### src/include/l2_mem_params.svh
// Geometry and data widths of the L2 memory subsystem
// Included by the package and by every RTL module that sizes a port or a loop
// Change L2_ADDR_WIDTH for a real build, the rest stays fixed

`ifndef L2_MEM_PARAMS_SVH
`define L2_MEM_PARAMS_SVH

////////////////////
// Array geometry
////////////////////

// Row address bits, 256 rows for simulation
// Real builds use 13, 15, 17 or 18
`define L2_ADDR_WIDTH 8

// One row of the array
`define L2_DATA_WIDTH 64

// One enable per byte of a row
`define L2_BE_WIDTH 8

////////////////////
// Fetch side
////////////////////

// Width of one fetched instruction, half a row
`define L2_INSTR_WIDTH 32

`endif

### src/logic/l2_mem_pkg.sv
// Shared types of the L2 memory subsystem
// Row, instruction and byte-enable types plus the data-port opcode
// Modules pull these in with a wildcard import in their header

`include "l2_mem_params.svh"

package l2_mem_pkg;

   ////////////////////
   // Data types
   ////////////////////

   // Full row as stored in the array and seen on the cluster bus
   typedef logic [`L2_DATA_WIDTH-1:0] l2_data_t;

   // Instruction word, one half of a row
   typedef logic [`L2_INSTR_WIDTH-1:0] l2_instr_t;

   // Byte enables, bit i covers byte i of the row
   typedef logic [`L2_BE_WIDTH-1:0] l2_ben_t;

   ////////////////////
   // Data-port opcode
   ////////////////////

   // Decoded from the active-low csn and wen strobes
   // IDLE when csn is high, READ with wen high, WRITE with wen low
   typedef enum logic [1:0]
   {
      L2_OP_IDLE  = 2'b00,
      L2_OP_READ  = 2'b01,
      L2_OP_WRITE = 2'b10
   } l2_op_e;

endpackage

### src/logic/l2_data_port.sv
// Front end of the cluster data bus on port A of the L2 array
// Turns the active-low csn and wen strobes into an opcode, an enable and
// a per-byte write strobe; address and write data bypass this block
// Purely combinational, the clock only samples the bus checks

`include "l2_mem_params.svh"

module l2_data_port
   import l2_mem_pkg::*;
(
   input  logic    clk_i,
   input  logic    rst_ni,

   // Cluster bus strobes, active low
   input  logic    mem_csn_i,
   input  logic    mem_wen_i,
   input  l2_ben_t mem_ben_i,

   // Port A controls towards the array
   output logic    port_a_en_o,
   output l2_ben_t port_a_we_o,
   output l2_op_e  port_a_op_o
);

   ////////////////////
   // Strobe decode
   ////////////////////

   // Opcode from the two strobes
   always_comb
   begin
      port_a_op_o = L2_OP_IDLE;
      // Access taken on every edge with csn low
      if (!mem_csn_i)
      begin
         if (mem_wen_i)
         begin
            // Whole row read
            port_a_op_o = L2_OP_READ;
         end
         else
         begin
            // Byte-masked write
            port_a_op_o = L2_OP_WRITE;
         end
      end
   end

   // Enable for reads and writes alike
   assign port_a_en_o = (port_a_op_o != L2_OP_IDLE);

   // Byte strobe only on a write, reads leave the row untouched
   assign port_a_we_o = mem_ben_i & {`L2_BE_WIDTH{port_a_op_o == L2_OP_WRITE}};

   ////////////////////
   // Bus checks
   ////////////////////

   // Write without any enabled byte is a malformed bus access
   a_write_ben_nonzero : assert property (
      @(posedge clk_i) disable iff (!rst_ni)
      (!mem_csn_i && !mem_wen_i) |-> (mem_ben_i != '0)
   ) else $error("data port write with all-zero ben");

   // ben must be known whenever an access is taken
   a_ben_known : assert property (
      @(posedge clk_i) disable iff (!rst_ni)
      !mem_csn_i |-> !$isunknown(mem_ben_i)
   ) else $error("data port ben is X during an access");

endmodule

### config.mk
export PLATFORM = sky130hd
export DESIGN_NAME = l2_data_port
export DESIGN_NICKNAME = d
export VERILOG_FILES = /design/src/logic/l2_mem_pkg.sv /design/src/logic/l2_data_port.sv
export VERILOG_INCLUDE_DIRS = /design/src /design/src/include
export SDC_FILE = /design/constraint.sdc
export NUM_CORES = 1
export LEC_CHECK = 0
export CORE_AREA = 2 2 39 41
export DETAILED_ROUTE_END_ITERATION = 7
export DIE_AREA = 0 0 41 43
export DONT_BUFFER_PORTS = 1
export SLEW_MARGIN = 10
export SYNTH_ARGS = -nofsm -noshare
export SYNTH_HDL_FRONTEND = slang
export SYNTH_SLANG_ARGS = --single-unit
### constraint.sdc
create_clock -name vclk -period 0.9
set_input_delay 0.18 -clock vclk [all_inputs]
set_output_delay 0.18 -clock vclk [all_outputs]
set_load 0.05 [all_outputs]
==> flow_summary_export.csv <==
group,metric,value,unit
status,status,"completed",
worst_setup_path,cp-end-kind,"primary output",
timing,rsz0062_at_grt,"false",
worst_setup_path,path_delay_family,"simple AND/OR/NAND/NOR gates",
synth,ys_seq_area_frac,0,
drt,wl_met3,120,µm
timing,tightestPinTransition,255,ps
power,leakagePower,0.000141,µW
clock_tree,ctsHoldBuffers,0,
drt,viasPerCell,3.54,
die,boundaryPins,23,
global_routing,grt_use_total,0.0549,
min_path,hp-start,"mem_wen_i",
timing,drv_slew,0,
worst_setup_path,max_stage_delay,230,ps
die,dieArea,1760,µm²
drt,routed_wl,519,µm
global_routing,antenna_found_initial,0,
finish,final_cells,37,
worst_setup_path,crit_slowest_cell,"nor3b_4",
timing,hold_viol,0,
drt,route.met2.wl,182,µm
worst_setup_path,cp_cell_sequence,"nor3b_4 -> buf_12",
clock_tree,cts_setup_buffers,0,
worst_setup_path,path_buf_inv,1,
synth,yosysWarningCount,0,
timing,finalCritPeriodShare,0.846,
clock_tree,ctsResizeCount,0,
min_path,hold_depth,2,
synth,syn_area,134,µm²
drt,wirelength_met1,216,µm
finish,layout.nets,35,
die,initial_utilization,0.0967,
timing,max_freq,1310,MHz
global_routing,grt_overflow,0,
min_path,hp-class,"in -> out",
drt,wl_per_cell,14.0,µm
job,maxCapViolCount,0,
drt,dr.pass1.iters,2,
worst_setup_path,path_class,"in -> out",
synth,postSynthAreaPerCell,10.3,µm²
finish,ff_latch_area,0,µm²
finish,clockBufferCount,0,
global_routing,grt_pass1_wl,696,µm
drt,routed.top_layer,"met3",
die,die_width,41,µm
timing,relSlewSlack,0.830,
min_path,min_to,"port_a_op_o[1]",
drt,drt_iter0_drc,2,
drt,drc_errors,0,
worst_setup_path,cp_max_fo,10,
finish,antenna_cells,0,
power,vdd_drop_max,0.129,mV
power,p_per_area,521,nW/µm²
synth,synth_nets,25,
worst_setup_path,cp-startpoint,"mem_wen_i",
synth,synthCells,13,
global_routing,grt_max_degree,12,
drt,num_vias,131,
drt,ant_nets,0,
finish,fill_cells,142,
die,die_h,43,µm
global_routing,grt_pass1_vias,150,
worst_setup_path,critPathLaunchType,"primary input",
place,gp_congestion,0.712,
finish,syn2layout_area_growth,181,%
finish,layout-drive-gt1-share,0.952,
die,core_area,1380,µm²
place,port_buffers,0,
timing,fin_crit,761,ps
timing,tns,0,ps
place,placedCellCount,37,
worst_setup_path,worstPathRequired,720,ps
synth,synth_cell_types,6,
finish,seq_cell_count,0,
worst_setup_path,arrival,580,ps
die,placementRows,14,
timing,finalSetupViolCount,0,
[area by class of cell]
| class | instances | area, µm² | area share |
|---|---|---|---|
| Multi-Input combinational cell | 10 | 165 | 0.439 |
| Timing Repair Buffer | 10 | 188 | 0.498 |
| Tap cell | 16 | 20.0 | 0.0532 |
| Inverter | 1 | 3.75 | 0.00997 |
[worst max-delay path by stage]
stage                     end  slack [ps]  depth (start not counted)
3_3_place_gp   port_a_we_o[7]         170                          2
3_5_place_dp   port_a_we_o[4]         130                          2
5_1_grt        port_a_we_o[4]         110                          2
2_1_floorplan  port_a_we_o[0]        -100                          2
4_1_cts        port_a_we_o[4]         130                          2
6_report       port_a_we_o[4]         140                          2
[cells in the final DEF, fill, tap and decap left out, drive strengths merged]
cell type	n
inv	1
nor3b	8
buf	10
and2b	1
nor2	1
[where the power goes]
| part | internal, µW | leakage [µW] | switching (µW) | total [µW] |
|---|---|---|---|---|
| logic | 98.6 | 0.000141 | 97.7 | 196 |
| clock network | 0 | 0 | 0 | 0 |
| registers | 0 | 0 | 0 | 0 |
[routing by layer]
layer | up-vias | global-route usage
li1 | 60 | -
met1 | 50 | 0.0854
met2 | 21 | 0.0656
met3 | 0 | 0.0366
met4 | 0 | 0
met5 | - | 0
[synthesized netlist by cell type]
cell type | n | area, µm²
buf_4 | 1 | 7.51
nor3b_2 | 8 | 100
nor2_1 | 1 | 3.75
buf_6 | 1 | 11.3
inv_1 | 1 | 3.75
and2b_1 | 1 | 7.51
[per-stage QoR]
step                hold WS [ps]  cell area [µm²]  setup slack, ps  total power, µW   util
global route                 524              377              113              202  0.272
floorplan                    545              200            -99.6              158      -
CTS                          524              377              128              199  0.272
detailed placement           524              377              128              199  0.272
finish                       522              377              139              196  0.272
global placement             524              377              166              197  0.272
[logic make-up after synthesis]
| group | share of synthesized area |
|---|---|
| simple gates | 0.832 |
| buf+inv | 0.168 |
Power figures use the tool's default switching activity.
