## config.mk

```make
export PLATFORM = sky130hd
export DESIGN_NAME = l2_instr_port
export DESIGN_NICKNAME = d
export VERILOG_FILES = /design/src/logic/l2_mem_pkg.sv /design/src/logic/l2_instr_port.sv
export VERILOG_INCLUDE_DIRS = /design/src /design/src/include
export SDC_FILE = /design/constraint.sdc
export NUM_CORES = 1
export LEC_CHECK = 0
export ABC_AREA = 0
export BUFFER_PORTS_ARGS = -buffer_cell sky130_fd_sc_hd__buf_2
export CAP_MARGIN = 20
export CELL_PAD_IN_SITES_DETAIL_PLACEMENT = 0
export CELL_PAD_IN_SITES_GLOBAL_PLACEMENT = 1
export CORE_ASPECT_RATIO = 2
export CORE_UTILIZATION = 14
export DETAILED_ROUTE_END_ITERATION = 10
export PLACE_DENSITY = 0.9
export SYNTH_ARGS = -nofsm -noshare
export SYNTH_HDL_FRONTEND = slang
export SYNTH_SLANG_ARGS = --single-unit
export TNS_END_PERCENT = 50
```

## constraint.sdc

```tcl
create_clock -name clk_i -period 1.3 [get_ports clk_i]
set_clock_uncertainty 0.15 [all_clocks]
set_input_delay 0.065 -clock clk_i [delete_from_list [all_inputs] [get_ports clk_i]]
set_output_delay 0.065 -clock clk_i [all_outputs]
set_load 0.02 [all_outputs]
```

## src/include/l2_mem_params.svh

```systemverilog
// Geometry and data widths of the L2 memory subsystem
// Included by the package and by every RTL module that sizes a port or a loop
// Change L2_ADDR_WIDTH for a real build, the rest stays fixed

`ifndef L2_MEM_PARAMS_SVH
`define L2_MEM_PARAMS_SVH

////////////////////
// Array geometry
////////////////////

// Row address bits, 256 rows for simulation
// Real builds use 13, 15, 17 or 18
`define L2_ADDR_WIDTH 8

// One row of the array
`define L2_DATA_WIDTH 64

// One enable per byte of a row
`define L2_BE_WIDTH 8

////////////////////
// Fetch side
////////////////////

// Width of one fetched instruction, half a row
`define L2_INSTR_WIDTH 32

`endif

```

## src/logic/l2_mem_pkg.sv

```systemverilog
// Shared types of the L2 memory subsystem
// Row, instruction and byte-enable types plus the data-port opcode
// Modules pull these in with a wildcard import in their header

`include "l2_mem_params.svh"

package l2_mem_pkg;

   ////////////////////
   // Data types
   ////////////////////

   // Full row as stored in the array and seen on the cluster bus
   typedef logic [`L2_DATA_WIDTH-1:0] l2_data_t;

   // Instruction word, one half of a row
   typedef logic [`L2_INSTR_WIDTH-1:0] l2_instr_t;

   // Byte enables, bit i covers byte i of the row
   typedef logic [`L2_BE_WIDTH-1:0] l2_ben_t;

   ////////////////////
   // Data-port opcode
   ////////////////////

   // Decoded from the active-low csn and wen strobes
   // IDLE when csn is high, READ with wen high, WRITE with wen low
   typedef enum logic [1:0]
   {
      L2_OP_IDLE  = 2'b00,
      L2_OP_READ  = 2'b01,
      L2_OP_WRITE = 2'b10
   } l2_op_e;

endpackage

```

## src/logic/l2_instr_port.sv

```systemverilog
// Instruction fetch front end on port B of the L2 array
// Grants every request at once and returns a 32-bit instruction with a
// valid pulse one cycle later; bit 2 of the byte address picks the half
// One fetch per cycle, no back-pressure on the response

`include "l2_mem_params.svh"

module l2_instr_port
   import l2_mem_pkg::*;
#(
   parameter int unsigned MEM_ADDR_WIDTH = `L2_ADDR_WIDTH
)
(
   input  logic                      clk_i,
   input  logic                      rst_ni,

   // Core fetch interface
   input  logic                      instr_req_i,
   input  logic [31:0]               instr_addr_i,
   output logic                      instr_gnt_o,
   output logic                      instr_r_valid_o,
   output l2_instr_t                 instr_r_rdata_o,

   // Port B of the array
   output logic                      port_b_en_o,
   output logic [MEM_ADDR_WIDTH-1:0] port_b_addr_o,
   input  l2_data_t                  port_b_rdata_i
);

   // Half select of the fetch in flight
   logic hi_sel_q;

   ////////////////////
   // Request side
   ////////////////////

   // Always ready, grant mirrors the request
   assign instr_gnt_o = instr_req_i;

   // Row lookup started in the request cycle
   assign port_b_en_o   = instr_req_i;
   // Byte address to row, bits 2:0 index inside the row
   assign port_b_addr_o = instr_addr_i[MEM_ADDR_WIDTH+2:3];

   ////////////////////
   // Response side
   ////////////////////

   // Valid follows the request by one cycle
   always_ff @(posedge clk_i)
   begin
      if (!rst_ni)
      begin
         instr_r_valid_o <= 1'b0;
      end
      else
      begin
         instr_r_valid_o <= instr_req_i;
      end
   end

   // Remember which half was asked for, held while no request
   always_ff @(posedge clk_i)
   begin
      if (instr_req_i)
      begin
         hi_sel_q <= instr_addr_i[2];
      end
   end

   // Pick the half from the registered row, upper half for bit 2 set
   assign instr_r_rdata_o = hi_sel_q ?
                            port_b_rdata_i[2*`L2_INSTR_WIDTH-1:`L2_INSTR_WIDTH] :
                            port_b_rdata_i[`L2_INSTR_WIDTH-1:0];

   ////////////////////
   // Checks
   ////////////////////

   // No spurious pulse, each valid belongs to the request one cycle before
   a_valid_after_req : assert property (
      @(posedge clk_i) disable iff (!rst_ni)
      instr_r_valid_o |-> $past(instr_req_i)
   ) else $error("instr_r_valid_o without a request in the previous cycle");

endmodule

```

==> impl_metrics.toml, run 1 <==
[logic_synthesis]
yosys.area.top_type = "mux2_4"
syn_area_um2 = 676
synth_top_family_by_area = "multiplexers"
synth.distinct_cells = 8
syn_inst = 49
yosysSeqAreaShare_pct = 7.41
synthAdderAreaFrac_pct = 0
ys_warn_count = 0
synth-simple-area-share_pct = 0.926
synthesis.nets = 148
ys_seq_elements = 2
synth_compound_gate_area_share_pct = 0
muxShareOfSynthArea_pct = 70.0
synth_top_area_share_pct = 66.7
synth_xor_area_share_pct = 0
synth_area_leaders = "mux2_4 (67%), buf_4 (11%), buf_12 (8.9%)"
syn_avg_cell_area_um2 = 13.8

[global_route]
grt_usage_pct = 9.20
grt_use_met3_pct = 3.79
grt_remaining_overflow = 0
grt_pass1_vias = 813
use_met1_pct = 3.83
busiest_layer = "met2"
grt_max_degree = 21
grt_antenna_before_repair = 0
grtUsageMet2_pct = 23.1
grt_first_pass_wirelength_um = 3350

[route]
vias = 853
ant_nets = 0
drc = 0
wl_per_cell_um = 12.5
drtIter0Drc = 8
routed_wl_um = 2610
dr.pass1.iters = 4
routed_via_density = 4.08

[clocking]
cts_inserted_buffers = 3
clockRootBuffer = "clkbuf_8"
clockBufferDepth = 2
h-tree-depth = 1
post_cts_buffers = 0
cts_tree = "done"
clk_pin_slew_ns = 0.03
clock-sinks = 2

[power]
power_leakage_nw = 0.794
pwr_density_cell_nw_per_um2 = 703
ir_drop_uv = 747

[sta]
fin_ws_ns = -0.243
period_minus_slack_ns = 1.54
hold_viol = 0
tns_ns = -7.22
slew_viol_final = 0
rsz0062_at_grt = "yes"
fmax_mhz = 648
hold_slack_ns = 0.292
slew_headroom_pct = 84.4
setup_viol = 32
period_share_pct = 119
tightest_slew_ns = 0.233

[flow_run]
drv_cap = 0

[setup_path]
path_buf_inv = 2
cp_slowest_cell = "edfxtp_1"
worst_path_dominant_cell_family = "flip-flops"
required_ns = 1.09
crit_fanout = 20
path_cells = "buf_12 > mux2_4 > buf_2"
cp.arrival_ns = 1.33
criticalPathCategory = "reg2out"
cp-end-kind = "output pin"
cp-start-kind = "flop"
critPathMaxStageDelay_ns = 0.44

[placed_design]
hpwl_um = 2210
place_congestion = 0.686
io_buffer_count = 102

[min_path]
min-delay-start = "port_b_rdata_i[58]"
worst_hold_path_type = "in2out"
whs_path_depth = 3
worstHoldEndpoint = "instr_r_rdata_o[26]"

[floorplanning]
rows = 35
dieArea_um2 = 5120
core_um2 = 4600
initial_core_util_pct = 14.7
num_io_pins = 142
fp.dieW_um = 51.1
dieHeight_um = 100

[run_status]
outcome = "finished, violations left"
violations = "negative setup slack"

[finish]
drive_gt1_share_pct = 90.3
nFillCells = 487
nNetsFinal = 254
antenna_cells = 0
area_growth_pct = 106
## registers in the layout, summed over array words and instances (netlist names)
signal,count
hi_sel_q,1
instr_r_valid_o,1
## report_power, final
group | leakage, nW | switching (mW) | total (mW) | internal, mW
Clock | 0.0228 | 0.0521 | 0.260 | 0.208
Combinational | 0.753 | 0.284 | 0.643 | 0.359
Sequential | 0.0181 | 0.00379 | 0.0752 | 0.0715
Total | 0.794 | 0.340 | 0.979 | 0.638
## cell usage in the layout, fill, tap and decap left out
cell / count
and2_1: 1
buf_12: 1
buf_2: 87
buf_6: 15
buf_8: 1
clkbuf_1: 1
clkbuf_8: 3
dfxtp_1: 1
dlygate4sd3_1: 11
edfxtp_1: 1
mux2_2: 2
mux2_4: 30
## synthesized netlist by cell type (all sizes together)
cell	number
mux2	32
buf	14
and2	1
dfxtp	1
edfxtp	1
## worst max-delay path by stage
stage	startpoint	end	slack (ns)	cells after the start
after floorplan	hi_sel_q	instr_r_rdata_o[0]	0.11	3
after global placement	hi_sel_q	instr_r_rdata_o[25]	-0.07	3
after detailed placement	hi_sel_q	instr_r_rdata_o[27]	-0.09	3
after CTS	hi_sel_q	instr_r_rdata_o[27]	-0.26	3
after global routing	hi_sel_q	instr_r_rdata_o[31]	-0.30	3
final	hi_sel_q	instr_r_rdata_o[30]	-0.24	3
## timing repair
action	in CTS	in global routing
hold buffers	11	0
endpoints found under the hold margin	11	0
resized for setup	3	32
endpoints found under the setup margin	32	32
## through the flow
| stage | power [mW] | area (um2) | instances | utilization [%] | setup slack [ns] |
|---|---|---|---|---|---|
| finish | 0.979 | 1390 | 209 | 30.3 | -0.243 |
| global placement | 0.599 | 1120 | 194 | 24.4 | -0.0695 |
| global route | 1.03 | 1390 | 209 | 30.3 | -0.297 |
| CTS | 0.926 | 1290 | 209 | 28.1 | -0.259 |
| floorplan | 0.475 | 676 | 49 | - | 0.111 |
| detailed placement | 0.605 | 1120 | 194 | 24.4 | -0.0906 |
## metal layers
layer	wire, um	vias to the layer above	part of all wire, %
met5	0	-	0
met4	23	0	0.88
met3	463	4	18
met2	1560	123	60
met1	558	350	21
li1	-	376	-
## area by class of cell
type	count	area (um2)	share of cell area (%)
repair buffers	115	749	53.8
multi-input cells	33	479	34.4
well taps	55	68.8	4.94
flip-flops and latches	2	50.0	3.59
clock buffers	4	45.0	3.23
## worst min-delay path, delay by kind of cell
kind / cells / cell delay, ns
mux: 1 / 0.13
buf+inv: 2 / 0.18
## logic make-up after synthesis
group | Yosys count
flip-flops | 2
multiplexers | 32
buffers and inverters | 14
AND/OR/NAND/NOR | 1
Note: power is estimated with default switching activity, not from simulation.
==> run 2: changes to the inputs <==
==> constraint.sdc (replaced) <==
create_clock -name clk_i -period 1.3 [get_ports clk_i]
set_clock_uncertainty 0.15 [all_clocks]
set_input_delay 0.13 -clock clk_i [delete_from_list [all_inputs] [get_ports clk_i]]
set_output_delay 0.13 -clock clk_i [all_outputs]
set_load 0.02 [all_outputs]
==> impl_metrics.toml, run 2 (same netlist as run 1, synthesis figures left out) <==
[clocking]
clockRootBuffer = "clkbuf_8"
cts_tree = "done"
h-tree-depth = 1
post_cts_buffers = 0
cts_inserted_buffers = 3
clk_pin_slew_ns = 0.03
clock-sinks = 2
clockBufferDepth = 2

[placed_design]
place_congestion = 0.686
io_buffer_count = 102
place_inst = 194
hpwl_um = 2210
place_worst_setup_slack_ns = -0.156

[route]
drtIter0Drc = 11
wl_per_cell_um = 12.0
routed_wl_um = 2400
vias = 806
routed_via_density = 4.03
dr.pass1.iters = 4
ant_nets = 0
drc = 0

[finish]
fin_cells = 200
final_common_cell = "buf_2"
layout_common_cells = "buf_2 (102), mux2_4 (30), clkbuf_8 (3)"
multi_input_area_um2 = 479
largestRegisters = "hi_sel_q: 1 flops, instr_r_valid_o: 1 flops"
nFillCells = 525
regArea_um2 = 50.0
antenna_cells = 0
drive_gt1_share_pct = 95.9
area_growth_pct = 77.6
nNetsFinal = 245

[setup_path]
cp-start-kind = "flop"
criticalPathCategory = "reg2out"
critPathMaxStageDelay_ns = 0.38
crit_start = "hi_sel_q"
worst_path_dominant_cell_family = "buffers and inverters"
cp-end-kind = "output pin"
path_buf_inv = 2
endpoint = "instr_r_rdata_o[27]"
path_depth = 3
cp.arrival_ns = 1.33
path_cells = "buf_8 > mux2_4 > buf_2"
crit_fanout = 20
required_ns = 1.02
cp_slowest_cell = "edfxtp_1"

[sta]
setup_viol = 32
tns_ns = -9.13
rsz0062_at_grt = "yes"
slew_viol_final = 0
hold_viol = 0
period_minus_slack_ns = 1.61
fmax_mhz = 622
tightest_slew_ns = 0.206
slew_headroom_pct = 86.3
period_share_pct = 124
fin_ws_ns = -0.309

[floorplanning]
dieHeight_um = 100
rows = 35
fp.dieW_um = 51.1
num_io_pins = 142
dieArea_um2 = 5120
initial_core_util_pct = 14.7
core_um2 = 4600

[global_route]
grt_remaining_overflow = 0
grt_pass1_vias = 786
grt_first_pass_wirelength_um = 3220
grt_max_degree = 21
grt_usage_pct = 8.93
grt_antenna_before_repair = 0

[min_path]
worst_hold_path_type = "in2reg"

[flow_run]
drv_cap = 0

[power]
ir_drop_uv = 738
pwr_density_cell_nw_per_um2 = 725
power_leakage_nw = 0.722

[run_status]
violations = "negative setup slack"
outcome = "finished, violations left"
==> run 2: final cells by class <==
cell class	instances	share of cell area [%]
timing repair buffer	106	46.4
clock buffer	4	3.75
multi-input combinational	33	39.9
sequential	2	4.17
tap	55	5.74
==> run 2: repair_timing <==
action / 4_1_cts / 5_1_grt
endpoints found under the hold margin: 2 / 0
hold buffers: 2 / 0
gates resized for setup: 3 / 0
cloned: 0 / 0
endpoints found under the setup margin: 32 / 32
==> run 2: where the power goes <==
group	leakage [nW]	switching [mW]	internal (mW)	total, mW
clock	0.0228	0.0520	0.208	0.260
combinational	0.681	0.250	0.286	0.536
sequential	0.0181	0.00295	0.0714	0.0744
total	0.722	0.305	0.566	0.871
==> run 2: per-stage QoR <==
step	cell area, um2	power (mW)	utilization (%)	hold slack (ns)
final	1200	0.871	26.1	0.00894
after global routing	1200	0.923	26.1	0.00915
after CTS	1200	0.886	26.1	0.00153
after detailed placement	1120	0.605	24.4	0.110
after global placement	1120	0.599	24.4	0.110
after floorplan	676	0.475	-	0.0789
==> run 2: worst min-delay path by stage <==
stage / from / to / slack, ns / depth (start not counted)
3_5_place_dp: instr_addr_i[3] / port_b_addr_o[0] / 0.11 / 0
2_1_floorplan: instr_addr_i[2] / hi_sel_q / 0.08 / 0
4_1_cts: instr_req_i / hi_sel_q / 0.002 / 1
3_3_place_gp: instr_addr_i[3] / port_b_addr_o[0] / 0.11 / 0
5_1_grt: instr_req_i / hi_sel_q / 0.009 / 1
6_report: instr_req_i / hi_sel_q / 0.009 / 1
==> run 2: layer usage <==
layer | track usage (%) | up-vias | part of all wire [%]
li1 | - | 358 | -
met1 | 3.28 | 327 | 21
met2 | 21.6 | 111 | 57
met3 | 3.79 | 10 | 18
met4 | 4.49 | 0 | 4.0
met5 | 0 | - | 0
==> run 3: changes to the inputs <==
PLACE_DENSITY = 0.79   (was 0.9)
==> impl_metrics.toml, run 3 (same netlist as run 1, synthesis figures left out) <==
[setup_path]
crit_start = "hi_sel_q"
crit_fanout = 12
criticalPathCategory = "reg2out"
cp.arrival_ns = 1.34
endpoint = "instr_r_rdata_o[29]"
cp-end-kind = "output pin"
required_ns = 1.02
cp-start-kind = "flop"

[finish]
nFillCells = 490
largestRegisters = "hi_sel_q: 1 flops, instr_r_valid_o: 1 flops"
antenna_cells = 0
final_common_cell = "buf_2"
layout_common_cells = "buf_2 (84), mux2_4 (30), buf_6 (17)"
area_growth_pct = 95.0
nNetsFinal = 245
drive_gt1_share_pct = 95.9

[power]
finalPower_mw = 0.947
pwr_density_cell_nw_per_um2 = 719
ir_drop_uv = 659
power_leakage_nw = 0.762

[route]
ant_nets = 0
drc = 0
wl_per_cell_um = 12.0
vias = 806
routed_via_density = 4.03
drtIter0Drc = 2
routed_wl_um = 2400
dr.pass1.iters = 4

[run_status]
violations = "negative setup slack"
outcome = "finished, violations left"

[clocking]
cts_inserted_buffers = 3
post_cts_buffers = 0
clk_pin_slew_ns = 0.03
clockBufferDepth = 2
cts_tree = "done"
h-tree-depth = 1
clock-sinks = 2
clockRootBuffer = "clkbuf_8"

[floorplanning]
core_um2 = 4600
rows = 35
dieArea_um2 = 5120
dieHeight_um = 100
num_io_pins = 142
fp.dieW_um = 51.1
initial_core_util_pct = 14.7

[global_route]
grt_max_degree = 21
grt_usage_pct = 8.44
grt_antenna_before_repair = 0
grt_remaining_overflow = 0
grt_first_pass_wirelength_um = 3090
grt_pass1_vias = 789

[sta]
rsz0062_at_grt = "yes"
period_minus_slack_ns = 1.62
fmax_mhz = 619
tightest_slew_ns = 0.182
slew_headroom_pct = 87.9
period_share_pct = 124
setup_viol = 32
slew_viol_final = 0
hold_slack_ns = 0.0107
hold_viol = 0
fin_ws_ns = -0.316
tns_ns = -9.39

[placed_design]
hpwl_um = 2110
place_worst_setup_slack_ns = -0.157
io_buffer_count = 102
place_congestion = 0.728

[flow_run]
drv_cap = 0

[min_path]
worst_hold_path_type = "in2reg"
min-delay-start = "instr_req_i"
## run 3: cell counts in the layout (fill, tap and decap cells not counted)
Identical to the previous run, type by type.
## run 3: stage by stage
| step | util [%] | cells | area (um2) |
|---|---|---|---|
| after global placement | 24.4 | 194 | 1120 |
| after detailed placement | 24.4 | 194 | 1120 |
| after global routing | 28.7 | 200 | 1320 |
| after CTS | 26.1 | 200 | 1200 |
| after floorplan | - | 49 | 676 |
| final | 28.7 | 200 | 1320 |
## run 3: per-layer routing
metal,track usage [%],vias up,routed length (um)
li1,-,357,-
met1,3.27,328,476
met2,19.0,109,1330
met3,3.94,12,479
met4,6.20,0,116
met5,0,-,0
## run 3: final cells by class
cell class              instances  area (um2)  area share [%]
flip-flops and latches          2        50.0            3.80
repair buffers                106         674            51.2
multi-input cells              33         479            36.4
clock buffers                   4        45.0            3.42
well taps                      55        68.8            5.22
## run 3: power breakdown
group	total (mW)	internal [mW]	switching, mW	leakage, nW
clock	0.261	0.208	0.0526	0.0228
combinational	0.611	0.348	0.262	0.721
sequential	0.0754	0.0715	0.00390	0.0181
total	0.947	0.628	0.319	0.762
## run 3: what timing repair did
action                     4_1_cts  5_1_grt
setup endpoints to repair       32       32
hold buffers                     2        0
resized for setup                3       37
hold endpoints to repair         2        0
## run 3: worst min-delay path by stage
stage,endpoint,slack (ns),cells after the start
2_1_floorplan,hi_sel_q,0.08,0
5_1_grt,hi_sel_q,0.003,1
3_5_place_dp,port_b_addr_o[0],0.11,0
6_report,hi_sel_q,0.01,1
4_1_cts,hi_sel_q,0.004,1
3_3_place_gp,port_b_addr_o[0],0.11,0
## run 3: worst max-delay path, cell delays in order, from the launching register on
cell and delay, ns:
edfxtp_1 0.42, buf_8 0.20, mux2_2 0.35, buf_2 0.16
